`config.mk`:
```
export PLATFORM = sky130hd
export DESIGN_NAME = cache_top
export DESIGN_NICKNAME = d
export VERILOG_FILES = /design/src/common/cache_ctrl_pkg.sv /design/src/common/cache_geometry_pkg.sv /design/src/cache/cache_control.sv /design/src/cache/cache_line_writer.sv /design/src/cache/cache_lru.sv /design/src/cache/cache_way.sv /design/src/cache/cache_way_select.sv /design/src/hw/cache_top.sv
export SDC_FILE = /design/constraint.sdc
export NUM_CORES = 2
export LEC_CHECK = 0
export BUFFER_PORTS_ARGS = -buffer_cell sky130_fd_sc_hd__buf_4
export CELL_PAD_IN_SITES_DETAIL_PLACEMENT = 1
export CELL_PAD_IN_SITES_GLOBAL_PLACEMENT = 1
export CORE_MARGIN = 4
export CORE_UTILIZATION = 53
export DETAILED_ROUTE_END_ITERATION = 12
export GPL_ROUTABILITY_DRIVEN = 0
export PLACE_DENSITY_LB_ADDON = 0.1
export SLEW_MARGIN = 20
export SYNTH_ARGS = -nofsm -noshare
export SYNTH_HDL_FRONTEND = slang
export SYNTH_HIERARCHICAL = 1
export SYNTH_SLANG_ARGS = --single-unit
```
`constraint.sdc`:
```
create_clock -name clk -period 15 [get_ports clk]
set_clock_uncertainty 0.15 [all_clocks]
set_input_delay 0.75 -clock clk [delete_from_list [all_inputs] [get_ports clk]]
set_output_delay 0.75 -clock clk [all_outputs]
set_load 0.01 [all_outputs]
```
`src/common/cache_ctrl_pkg.sv`:
```
`default_nettype none

package cache_ctrl_pkg;

    typedef enum logic [2:0] {
        idle_hit,      // serve hits, detect misses
        write_back,    // dirty victim out to memory
        write_back_2,  // wait for mem_resp to drop
        read_in,       // fill line from memory
        read_in_2      // wait for mem_resp to drop
    } ctrl_state_t;

    // names one of the two ways
    typedef logic way_sel_t;

    // tag_source_sel encoding for the memory address
    localparam logic tag_src_victim = 1'b0;  // tag stored in the selected way
    localparam logic tag_src_cpu    = 1'b1;  // tag of the cpu request

endpackage

`default_nettype wire

```
`src/common/cache_geometry_pkg.sv`:
```
`default_nettype none

package cache_geometry_pkg;

    localparam int addr_width     = 16;
    localparam int word_width     = 32;
    localparam int words_per_line = 4;
    localparam int line_width     = word_width * words_per_line;
    localparam int num_sets       = 8;
    localparam int num_ways       = 2;  // the controller hit logic is two-way

    // byte address layout: tag | index | word offset | byte
    localparam int offset_width   = $clog2(words_per_line);
    localparam int index_width    = $clog2(num_sets);
    localparam int offset_lsb     = 2;  // byte bits inside a word are ignored
    localparam int index_lsb      = offset_lsb + offset_width;
    localparam int tag_lsb        = index_lsb + index_width;
    localparam int tag_width      = addr_width - tag_lsb;

    typedef logic [addr_width-1:0]   addr_t;
    typedef logic [tag_width-1:0]    tag_t;
    typedef logic [index_width-1:0]  index_t;
    typedef logic [offset_width-1:0] offset_t;
    typedef logic [word_width-1:0]   word_t;
    typedef logic [line_width-1:0]   line_t;  // word 0 in the low bits

endpackage

`default_nettype wire

```
`src/cache/cache_control.sv`:
```
`default_nettype none

module cache_control (
    input  logic                     clk,
    input  logic                     rst_n,

    // from the datapath
    input  logic                     hit_0,
    input  logic                     hit_1,
    input  logic                     hit_any,
    input  logic                     dirty_out,
    input  cache_ctrl_pkg::way_sel_t lru_out,

    // cpu request
    input  logic                     cpu_read,
    input  logic                     cpu_write,

    // memory response
    input  logic                     mem_resp,

    // datapath controls
    output cache_ctrl_pkg::way_sel_t cacheline_sel,
    output logic                     tag_source_sel,
    output logic                     load,
    output logic                     load_all,
    output logic                     load_lru,
    output cache_ctrl_pkg::way_sel_t lru_in,

    output logic                     cpu_resp,
    output logic                     mem_read,
    output logic                     mem_write
);
    import cache_ctrl_pkg::*;

    ctrl_state_t state;
    ctrl_state_t next_state;
    logic        cpu_req;

    assign cpu_req = cpu_read | cpu_write;

    always_comb begin
        cacheline_sel  = 1'b0;
        tag_source_sel = tag_src_victim;
        load           = 1'b0;
        load_all       = 1'b0;
        load_lru       = 1'b0;
        lru_in         = 1'b0;
        cpu_resp       = 1'b0;
        mem_read       = 1'b0;
        mem_write      = 1'b0;

        case (state)
            idle_hit: begin
                if (cpu_req && hit_any) begin
                    if (hit_0) begin
                        cacheline_sel = 1'b0;
                        lru_in        = 1'b1;  // evict the other way next
                    end else if (hit_1) begin
                        cacheline_sel = 1'b1;
                        lru_in        = 1'b0;
                    end
                    load_lru = 1'b1;
                    cpu_resp = 1'b1;
                    load     = cpu_write;  // merge the word, mark dirty
                end
            end

            write_back: begin
                cacheline_sel  = lru_out;
                tag_source_sel = tag_src_victim;  // address of the line leaving
                mem_write      = 1'b1;
            end

            read_in: begin
                cacheline_sel  = lru_out;
                tag_source_sel = tag_src_cpu;
                load_all       = 1'b1;  // last edge holds the returned line
                mem_read       = 1'b1;
            end

            default: begin
                // write_back_2 and read_in_2 drive nothing
            end
        endcase
    end

    always_comb begin
        next_state = state;

        case (state)
            idle_hit: begin
                if (cpu_req && !hit_any) begin
                    if (dirty_out) begin
                        next_state = write_back;
                    end else begin
                        next_state = read_in;
                    end
                end
            end

            write_back: begin
                if (mem_resp) begin
                    next_state = write_back_2;
                end
            end

            write_back_2: begin
                if (!mem_resp) begin
                    next_state = read_in;
                end
            end

            read_in: begin
                if (mem_resp) begin
                    next_state = read_in_2;
                end
            end

            read_in_2: begin
                if (!mem_resp) begin
                    next_state = idle_hit;  // request then hits
                end
            end

            default: next_state = idle_hit;
        endcase
    end

    always_ff @(posedge clk) begin
        if (!rst_n) begin
            state <= idle_hit;
        end else begin
            state <= next_state;
        end
    end

endmodule

`default_nettype wire

```
`src/cache/cache_line_writer.sv`:
```
`default_nettype none

module cache_line_writer (
    input  cache_ctrl_pkg::way_sel_t                  cacheline_sel,
    input  logic                                      load,
    input  logic                                      load_all,
    input  cache_geometry_pkg::offset_t               offset,
    input  cache_geometry_pkg::word_t                 cpu_wdata,
    input  cache_geometry_pkg::line_t                 mem_rdata,
    input  cache_geometry_pkg::line_t                 sel_line,
    output cache_geometry_pkg::line_t                 line_in,
    output logic [cache_geometry_pkg::num_ways-1:0]   way_load,
    output logic [cache_geometry_pkg::num_ways-1:0]   way_load_all
);
    import cache_geometry_pkg::*;

    // new line contents for the chosen way
    always_comb begin
        if (load_all) begin
            line_in = mem_rdata;  // fill takes the whole memory line
        end else begin
            line_in = sel_line;
            line_in[offset * word_width +: word_width] = cpu_wdata;
        end
    end

    // only the way named by cacheline_sel is written
    always_comb begin
        way_load                    = '0;
        way_load_all                = '0;
        way_load[cacheline_sel]     = load;
        way_load_all[cacheline_sel] = load_all;
    end

endmodule

`default_nettype wire

```
`src/cache/cache_lru.sv`:
```
`default_nettype none

module cache_lru (
    input  logic                       clk,
    input  logic                       rst_n,
    input  cache_geometry_pkg::index_t index,
    input  logic                       load_lru,
    input  cache_ctrl_pkg::way_sel_t   lru_in,
    output cache_ctrl_pkg::way_sel_t   lru_out
);
    import cache_geometry_pkg::*;
    import cache_ctrl_pkg::*;

    // one bit per set, names the next way to evict
    way_sel_t lru_bits [num_sets];

    always_ff @(posedge clk) begin
        if (!rst_n) begin
            lru_bits <= '{default: 1'b0};  // way 0 goes first
        end else if (load_lru) begin
            lru_bits[index] <= lru_in;
        end
    end

    assign lru_out = lru_bits[index];

endmodule

`default_nettype wire

```
`src/cache/cache_way.sv`:
```
`default_nettype none

module cache_way (
    input  logic                       clk,
    input  logic                       rst_n,
    input  cache_geometry_pkg::index_t index,
    input  cache_geometry_pkg::tag_t   tag_in,
    input  logic                       load,      // cpu write into the line
    input  logic                       load_all,  // fill from memory
    input  cache_geometry_pkg::line_t  line_in,
    output logic                       hit,
    output logic                       dirty,
    output cache_geometry_pkg::tag_t   tag_out,
    output cache_geometry_pkg::line_t  line_out
);
    import cache_geometry_pkg::*;

    logic [num_sets-1:0] valid_bits;
    logic [num_sets-1:0] dirty_bits;
    tag_t                tag_arr  [num_sets];
    line_t               data_arr [num_sets];

    always_ff @(posedge clk) begin
        if (!rst_n) begin
            valid_bits <= '0;
        end else if (load_all) begin
            valid_bits[index] <= 1'b1;
        end
    end

    always_ff @(posedge clk) begin
        if (load_all) begin
            dirty_bits[index] <= 1'b0;  // fresh copy of memory
        end else if (load) begin
            dirty_bits[index] <= 1'b1;
        end
    end

    always_ff @(posedge clk) begin
        if (load_all) begin
            tag_arr[index] <= tag_in;
        end
    end

    always_ff @(posedge clk) begin
        if (load || load_all) begin
            data_arr[index] <= line_in;
        end
    end

    // an invalid line never reports hit or dirty
    assign hit      = valid_bits[index] && (tag_arr[index] == tag_in);
    assign dirty    = valid_bits[index] && dirty_bits[index];
    assign tag_out  = tag_arr[index];
    assign line_out = data_arr[index];

endmodule

`default_nettype wire

```
`src/cache/cache_way_select.sv`:
```
`default_nettype none

module cache_way_select (
    input  cache_ctrl_pkg::way_sel_t                                        cacheline_sel,
    input  cache_ctrl_pkg::way_sel_t                                        lru_out,
    input  logic                                                            tag_source_sel,
    input  logic [cache_geometry_pkg::num_ways-1:0]                         way_hit,
    input  logic [cache_geometry_pkg::num_ways-1:0]                         way_dirty,
    input  cache_geometry_pkg::tag_t [cache_geometry_pkg::num_ways-1:0]     way_tag,
    input  cache_geometry_pkg::line_t [cache_geometry_pkg::num_ways-1:0]    way_line,
    input  cache_geometry_pkg::addr_t                                       cpu_address,
    output logic                                                            hit_0,
    output logic                                                            hit_1,
    output logic                                                            hit_any,
    output logic                                                            dirty_out,
    output cache_geometry_pkg::line_t                                       sel_line,
    output cache_geometry_pkg::word_t                                       cpu_rdata,
    output cache_geometry_pkg::addr_t                                       mem_address,
    output cache_geometry_pkg::line_t                                       mem_wdata
);
    import cache_geometry_pkg::*;
    import cache_ctrl_pkg::*;

    tag_t    cpu_tag;
    index_t  cpu_index;
    offset_t cpu_offset;
    tag_t    mem_tag;

    assign cpu_tag    = cpu_address[tag_lsb +: tag_width];
    assign cpu_index  = cpu_address[index_lsb +: index_width];
    assign cpu_offset = cpu_address[offset_lsb +: offset_width];

    assign hit_0   = way_hit[0];
    assign hit_1   = way_hit[1];
    assign hit_any = |way_hit;

    // dirty bit of the way that would be evicted
    assign dirty_out = way_dirty[lru_out];

    assign sel_line  = way_line[cacheline_sel];
    assign cpu_rdata = sel_line[cpu_offset * word_width +: word_width];

    // write-back uses the victim tag, fill uses the requested tag
    assign mem_tag = (tag_source_sel == tag_src_cpu) ? cpu_tag : way_tag[cacheline_sel];

    assign mem_address = {mem_tag, cpu_index, {index_lsb{1'b0}}};  // line aligned
    assign mem_wdata   = sel_line;

endmodule

`default_nettype wire

```
`src/hw/cache_top.sv`:
```
`default_nettype none

module cache_top (
    input  logic                      clk,
    input  logic                      rst_n,

    // cpu port
    input  logic                      cpu_read,
    input  logic                      cpu_write,
    input  cache_geometry_pkg::addr_t cpu_address,
    input  cache_geometry_pkg::word_t cpu_wdata,
    output logic                      cpu_resp,
    output cache_geometry_pkg::word_t cpu_rdata,

    // line-wide memory port
    input  logic                      mem_resp,
    input  cache_geometry_pkg::line_t mem_rdata,
    output logic                      mem_read,
    output logic                      mem_write,
    output cache_geometry_pkg::addr_t mem_address,
    output cache_geometry_pkg::line_t mem_wdata
);
    import cache_geometry_pkg::*;
    import cache_ctrl_pkg::*;

    tag_t    cpu_tag;
    index_t  cpu_index;
    offset_t cpu_offset;

    logic     hit_0;
    logic     hit_1;
    logic     hit_any;
    logic     dirty_out;
    way_sel_t lru_out;
    way_sel_t cacheline_sel;
    logic     tag_source_sel;
    logic     load;
    logic     load_all;
    logic     load_lru;
    way_sel_t lru_in;

    line_t                line_in;
    line_t                sel_line;
    logic  [num_ways-1:0] way_load;
    logic  [num_ways-1:0] way_load_all;
    logic  [num_ways-1:0] way_hit;
    logic  [num_ways-1:0] way_dirty;
    tag_t  [num_ways-1:0] way_tag;
    line_t [num_ways-1:0] way_line;

    assign cpu_tag    = cpu_address[tag_lsb +: tag_width];
    assign cpu_index  = cpu_address[index_lsb +: index_width];
    assign cpu_offset = cpu_address[offset_lsb +: offset_width];

    cache_control control_i (
        .clk            (clk),
        .rst_n          (rst_n),
        .hit_0          (hit_0),
        .hit_1          (hit_1),
        .hit_any        (hit_any),
        .dirty_out      (dirty_out),
        .lru_out        (lru_out),
        .cpu_read       (cpu_read),
        .cpu_write      (cpu_write),
        .mem_resp       (mem_resp),
        .cacheline_sel  (cacheline_sel),
        .tag_source_sel (tag_source_sel),
        .load           (load),
        .load_all       (load_all),
        .load_lru       (load_lru),
        .lru_in         (lru_in),
        .cpu_resp       (cpu_resp),
        .mem_read       (mem_read),
        .mem_write      (mem_write)
    );

    cache_lru lru_i (
        .clk      (clk),
        .rst_n    (rst_n),
        .index    (cpu_index),
        .load_lru (load_lru),
        .lru_in   (lru_in),
        .lru_out  (lru_out)
    );

    cache_line_writer writer_i (
        .cacheline_sel (cacheline_sel),
        .load          (load),
        .load_all      (load_all),
        .offset        (cpu_offset),
        .cpu_wdata     (cpu_wdata),
        .mem_rdata     (mem_rdata),
        .sel_line      (sel_line),
        .line_in       (line_in),
        .way_load      (way_load),
        .way_load_all  (way_load_all)
    );

    for (genvar w = 0; w < num_ways; w++) begin : g_way
        cache_way way_i (
            .clk      (clk),
            .rst_n    (rst_n),
            .index    (cpu_index),
            .tag_in   (cpu_tag),  // fills always store the requested tag
            .load     (way_load[w]),
            .load_all (way_load_all[w]),
            .line_in  (line_in),
            .hit      (way_hit[w]),
            .dirty    (way_dirty[w]),
            .tag_out  (way_tag[w]),
            .line_out (way_line[w])
        );
    end

    cache_way_select select_i (
        .cacheline_sel  (cacheline_sel),
        .lru_out        (lru_out),
        .tag_source_sel (tag_source_sel),
        .way_hit        (way_hit),
        .way_dirty      (way_dirty),
        .way_tag        (way_tag),
        .way_line       (way_line),
        .cpu_address    (cpu_address),
        .hit_0          (hit_0),
        .hit_1          (hit_1),
        .hit_any        (hit_any),
        .dirty_out      (dirty_out),
        .sel_line       (sel_line),
        .cpu_rdata      (cpu_rdata),
        .mem_address    (mem_address),
        .mem_wdata      (mem_wdata)
    );

endmodule

`default_nettype wire

```
# Word level (Yosys, flattened, before mapping)
# Memory sizes are Yosys's and may differ from the RTL's.
# Index checks and enable logic that the tools add are counted.
# word_totals
ff_bits	43
latch_bits	0
ramBits	2192
romBits	0
inputBits	181
out_inout_bits	179
mem_count	4
# classes
n_addsub	1
mul	0
n_div	0
magnitude_cmp	7
eq_ne	11
shifts	3
muxes	59
bitwise	11
reduce_logical	18
# mem_list
memory	depth	width	rd	rd_clocked_by_memory_dff	write_ports	line	rtl
g_way[0].way_i.data_arr	8	128	1	0	1	cache_way.sv:21	line_t data_arr [num_sets];
g_way[1].way_i.data_arr	8	128	1	0	1	cache_way.sv:21	
g_way[0].way_i.tag_arr	8	9	1	0	1	cache_way.sv:20	tag_t tag_arr [num_sets];
g_way[1].way_i.tag_arr	8	9	1	0	1	cache_way.sv:20	
# op_table
cell	count
128-bit two-way mux	3
128-bit bitwise mux	1
32-bit by 34-bit variable shift with 128-bit output (first input constant)	1
128-bit by 8-bit indexed part select with 32-bit output	1
32-bit by 34-bit indexed part select with 128-bit output	1
7-bit negation with 34-bit output	1
8-bit two-way mux	4
8-bit bitwise OR	4
1-bit two-way mux	31
9-bit two-way mux	3
9-bit equality test	2
8-bit bitwise AND	2
1-bit binary-select mux with 3-bit select	5
3-bit two-way mux	5
3-bit case mux with 5 select lines	1
1-bit logical AND	9
8-bit bitwise mux	1
2-bit inequality test (second input constant)	4
8-bit NOT	1
1-bit demux with 3-bit select	2
3-bit by 2-bit equality test with 1-bit output (second input constant)	2
5-bit AND reduction	1
2-bit bitwise AND	2
4-bit greater-or-equal comparator (second input constant)	1
other kinds (18)	22

# Depth between registers and ports, before layout
# logic_depth
word_depth	15
depth_mapped	22
ltp_nobuf	15

# Hierarchy
# Netlist, hierarchy kept.
# modules_own_cells
module	instances	cells_per_inst	area_each_um2
cache_way (g_way[0].way_i)	1	2037	39849.5
cache_way (g_way[1].way_i)	1	2008	39557.9
cache_way_select	1	425	3412.0
cache_line_writer	1	444	2827.7
cache_lru	1	39	459.2
cache_control	1	37	291.5

# Worst setup path after synthesis
# OpenSTA, ideal clock, no wires.
# synth_path
kind	input to register
from	input cpu_address[6]
to	memory g_way[1].way_i/data_arr[6][0] (netlist name), enable pin
setup_time_ps	772
arrival_time_ps	12615
t_required_ps	14078
slack_ps	1463
path_stages	17
n_path_buf	3
cell_sequence	buf_6 buf_8 mux2i_1 mux4_2 xor2_1 nand2_1 or4b_4 nor4_2 or2_2 nand2b_4 nor4_4 nand4b_1 a21oi_1 and2_1 nor2_1 clkbuf_1 nor3_1
# synth_between
elab_chain_cells	15
elab_cells_between_ends	32
cone_classes	2 x order compare; 2 x eq/ne; 17 x mux; 3 x bitwise; 6 x reduce/logical; 2 x memory
# synth_rtl
element	line	rtl
start: declaration	cache_top.sv:10	input cache_geometry_pkg::addr_t cpu_address,
memory 8 x 9 bit / 1-bit binary-select mux with 3-bit select (equally long branches)	-	
9-bit equality test / 1-bit two-way mux (equally long branches)	cache_way.sv:52	assign hit = valid_bits[index] && (tag_arr[index] == tag_in);
1-bit logical AND (*)	cache_way.sv:52	
net way_hit[1]	cache_top.sv:46	logic [num_ways-1:0] way_hit;
2-bit OR reduction (*)	cache_way_select.sv:35	assign hit_any = |way_hit;
net hit_any	cache_top.sv:32	logic hit_any;
1-bit logical AND (*)	cache_control.sv:54	if (cpu_req && hit_any) begin
1-bit two-way mux (*)	cache_control.sv:54	
(+1 left out)	-	
net cacheline_sel	cache_top.sv:35	way_sel_t cacheline_sel;
(+1 left out)	-	
1-bit logical AND (not written as such)	cache_line_writer.sv:32	way_load_all[cacheline_sel] = load_all;
1-bit two-way mux (not written as such)	cache_line_writer.sv:32	
1-bit demux with 1-bit select (*)	-	
2-bit bitwise AND (no line) (*)	-	
net way_load_all[1]	cache_top.sv:45	logic [num_ways-1:0] way_load_all;
1-bit logical OR (*)	cache_way.sv:46	if (load || load_all) begin
1-bit two-way mux (*)	cache_way.sv:46	
1-bit two-way mux (not written as such) (*)	cache_way.sv:47	data_arr[index] <= line_in;
end: declaration	cache_way.sv:21	
# The timed path passes the listed nets; every way through them passes the cells marked *. The select of a mux whose other input is x is not followed.

==> summary.txt <==
Global route
  • Vias in the first global route: 54500
  • Largest net degree at the start of global routing: ~120
  • First-pass GRT wire length: just over 400000 microns
  • Antenna violations before repair: 7
  • Grt ovf: 0
  • Total GRT Usage: 0.341

Synth
  • Register area share after synthesis: 0.774
  • Asr flop ratio synth: 0
  • Most frequent cell after synthesis: edfxtp_1
  • Synth cell types: 75
  • Share of the synthesized area in the top cell type: 0.767
  • EDFF count, synth: ~2200
  • Ys Warns: 6
  • Syn avg cell area: around 17 sq um
  • Dominant synthesized flop cell: edfxtp_1
  • Mapped Cells: 4990
  • Synth area leader: edfxtp_1
  • Post-synthesis register bit count: 2235
  • Synthesized area: roughly 86000 sq um
  • Most frequent cells after synthesis: edfxtp_1, a22oi_1, nand4_1, clkbuf_1, buf_4
  • Largest cells by area after synthesis: edfxtp_1, a22oi_1, mux2_2

Timing
  • Hold Slack: around 0.12 ns
  • PnR worst setup slack: about 5.3 ns
  • Final setup TNS: 0 ns
  • Fmax: 104 MHz
  • Tcrit/Tclk final: 0.644
  • Slew @ Worst Pin: 1.27 ns
  • RSZ-0062 raised after global routing: no
  • Final setup fails: 0
  • Final min period: 9.66 ns
  • Endpoints failing hold: 0
  • Fin. max-slew vios: 0
  • Max-slew headroom: 0.152

Floorplan
  • Row count: between 100 and 150
  • IO Pins: 360
  • Die Span Y: 412 microns
  • Starting Density: 0.536
  • Core area: 161000 sq um
  • Die width: between 400 and 500 microns
  • DIE AREA: 170000 sq um

Clock tree
  • Worst-path clk slew: around 0.060 ns
  • Cts bufs inserted: 221
  • Worst-Skew Late Latency: 0.85 ns
  • CTS tree: done
  • H-tree depth: 4
  • CTS Buffer Depth: 3
  • Post-CTS Setup Bufs: 0
  • Number of gates resized after cts: 0
  • Sink Count: roughly 2200
  • Clk root buf: clkbuf_16

Hold path
  • Hold depth: 1
  • Hold Crit Endpoint: g_way[0].way_i/tag_arr[2][8]
  • Hold_sp: cpu_address[15]
  • Hold Path Class: primary input to flop

Critical path
  • Worst Reg-to-Reg Cells: 16
  • R2R setup slack: 7.39 ns
  • CP Capture Type: output port
  • CP max-delay cell: buf_4
  • Crit path max fanout: 45
  • Reg2reg end: g_way[0].way_i/data_arr[1][111]
  • CP Data Arrival Time: ~8.8 ns
  • FF-to-FF Start: g_way[0].way_i/tag_arr[4][0]
  • Setup CP Type: primary input to output port
  • Crit path top cell by count: buf_4
  • Critical Path, Cell by Cell: buf_4, buf_4, nor2_2, a22o_1, a211oi_1, xor2_1, or4_4, nor4_2, or2_2, nand2b_4, nor4_4, nand4b_1, a21oi_4, buf_4, buf_4, mux2_2, o22ai_1, nor2_1, buf_4
  • CP required: 14.10 ns
  • CP startpoint kind: primary input
  • Slowest Stage Delay on Critical Path: 0.91 ns

Finish
  • Filler Cells Inserted: around 14000
  • Final nets: 5445
  • Layout cell share with drive strength beyond 1: 0.200
  • Post-route cell area: 97900 sq um
  • Area grow syn2layout: 13.3%

Flow run
  • MaxCap Viol Count: 0

Drt
  • Post-route ant nets: 0
  • Remaining DRCs: 0
  • DR iter-0 viols: 7391
  • Drt pass-1 iters: 6
  • Routed WL per cell: 38.4 microns
  • Total number of vias: 53100
  • Routed Wire Length: 292000 microns
  • Vias per cell: 6.98

Place
  • Dpl ws: 5.51 ns
  • HPWL after DPL: 156000 microns
  • Placed instance area: 90800 sq um
  • Buffers on Ports: 353

Power
  • PwrDens: 138 nW/um^2
  • Pleak: 0.0313 uW
  • Maximum VDD drop: 0.133 mV

Status
  • Outcome: completed
critical path: cells and delay by family:
kind	cells	cell delay (ns)
XOR/XNOR	1	0.16
multiplexers	1	0.48
buffers and inverters	5	2.78
AO/OA/AOI/OAI	4	1.66
AND/OR/NAND/NOR	8	2.74
per-stage QoR:
| step | instances | power (uW) | util |
|---|---|---|---|
| after floorplan | 4993 | 7790 | - |
| after global placement | 7193 | 8250 | 0.563 |
| after detailed placement | 7194 | 8280 | 0.563 |
| after CTS | 7599 | 13500 | 0.606 |
| after global routing | 7601 | 13900 | 0.607 |
| final | 7601 | 13500 | 0.607 |
per-layer routing:
metal	GRT usage	wire length (microns)
met2	0.540	137000
met5	0	32
met1	0.462	109000
met3	0.0697	31400
met4	0.149	14500
logic make-up after synthesis:
kind of cell / Yosys count / share of synthesized area
xor gates and xnor gates: 18 / 0.00182
adders and majority gates: 5 / 0.000724
other: 1 / 0.0000434
AOI/OAI and AO/OA: 1375 / 0.118
buffers and inverters: 537 / 0.0336
muxes: 237 / 0.0331
and+or+nand+nor: 582 / 0.0395
DFF: 2235 / 0.774
report_power, final:
part	internal (uW)	switching [uW]	leakage, uW
Sequential	7070	9.75	0.0203
Combinational	313	798	0.00768
Clock	2990	2330	0.00337
flip-flops by register name, summed over array words and instances (netlist names), named ones only:
| signal | count |
|---|---|
| g_way.way_i/valid_bits | 16 |
| control_i/state | 3 |
| g_way.way_i/tag_arr | 144 |
| g_way.way_i/data_arr | 2048 |
| lru_i/lru_bits | 8 |
worst max path at each step:
stage	start	endpoint	slack [ns]	depth (start not counted)
2_1_floorplan	cpu_address[6]	g_way[1].way_i/data_arr[6][0]	1.46	17
3_3_place_gp	cpu_address[5]	cpu_rdata[17]	5.52	19
3_5_place_dp	cpu_address[5]	cpu_rdata[4]	5.51	19
4_1_cts	cpu_address[5]	cpu_rdata[4]	5.47	19
5_1_grt	cpu_address[5]	cpu_rdata[4]	5.30	19
6_report	cpu_address[5]	cpu_rdata[17]	5.34	19
final cells by class:
cell class | count | area (sq um) | share of cell area
well taps | 2160 | 2700 | 0.0276
multi-input cells | 2221 | 17100 | 0.175
diodes | 1 | 2.50 | 0.0000256
clock inverters | 132 | 1090 | 0.0111
inverters | 55 | 206 | 0.00211
repair buffers | 525 | 4150 | 0.0424
clock buffers | 272 | 5810 | 0.0593
flip-flops and latches | 2235 | 66800 | 0.683
repair_timing:
item,CTS,global route
hold endpoints to repair,1,0
setup endpoints to repair,0,0
hold buffers,1,0
cells in the final DEF (no fill, tap or decap), types with 43 or more instances in the layout:
master     count
nor2b_1       57
nor2_1        78
inv_1         53
edfxtp_1    2208
a311oi_1      46
mux2i_1       70
clkbuf_1      46
a22oi_1      980
clkbuf_16    224
clkinv_1      62
o22ai_1       68
nand3_1       43
o21ai_0       55
a221oi_1      44
buf_4        507
nand4_1      212
mux2_2       142
No activity file was read; power rests on OpenSTA's default activity.
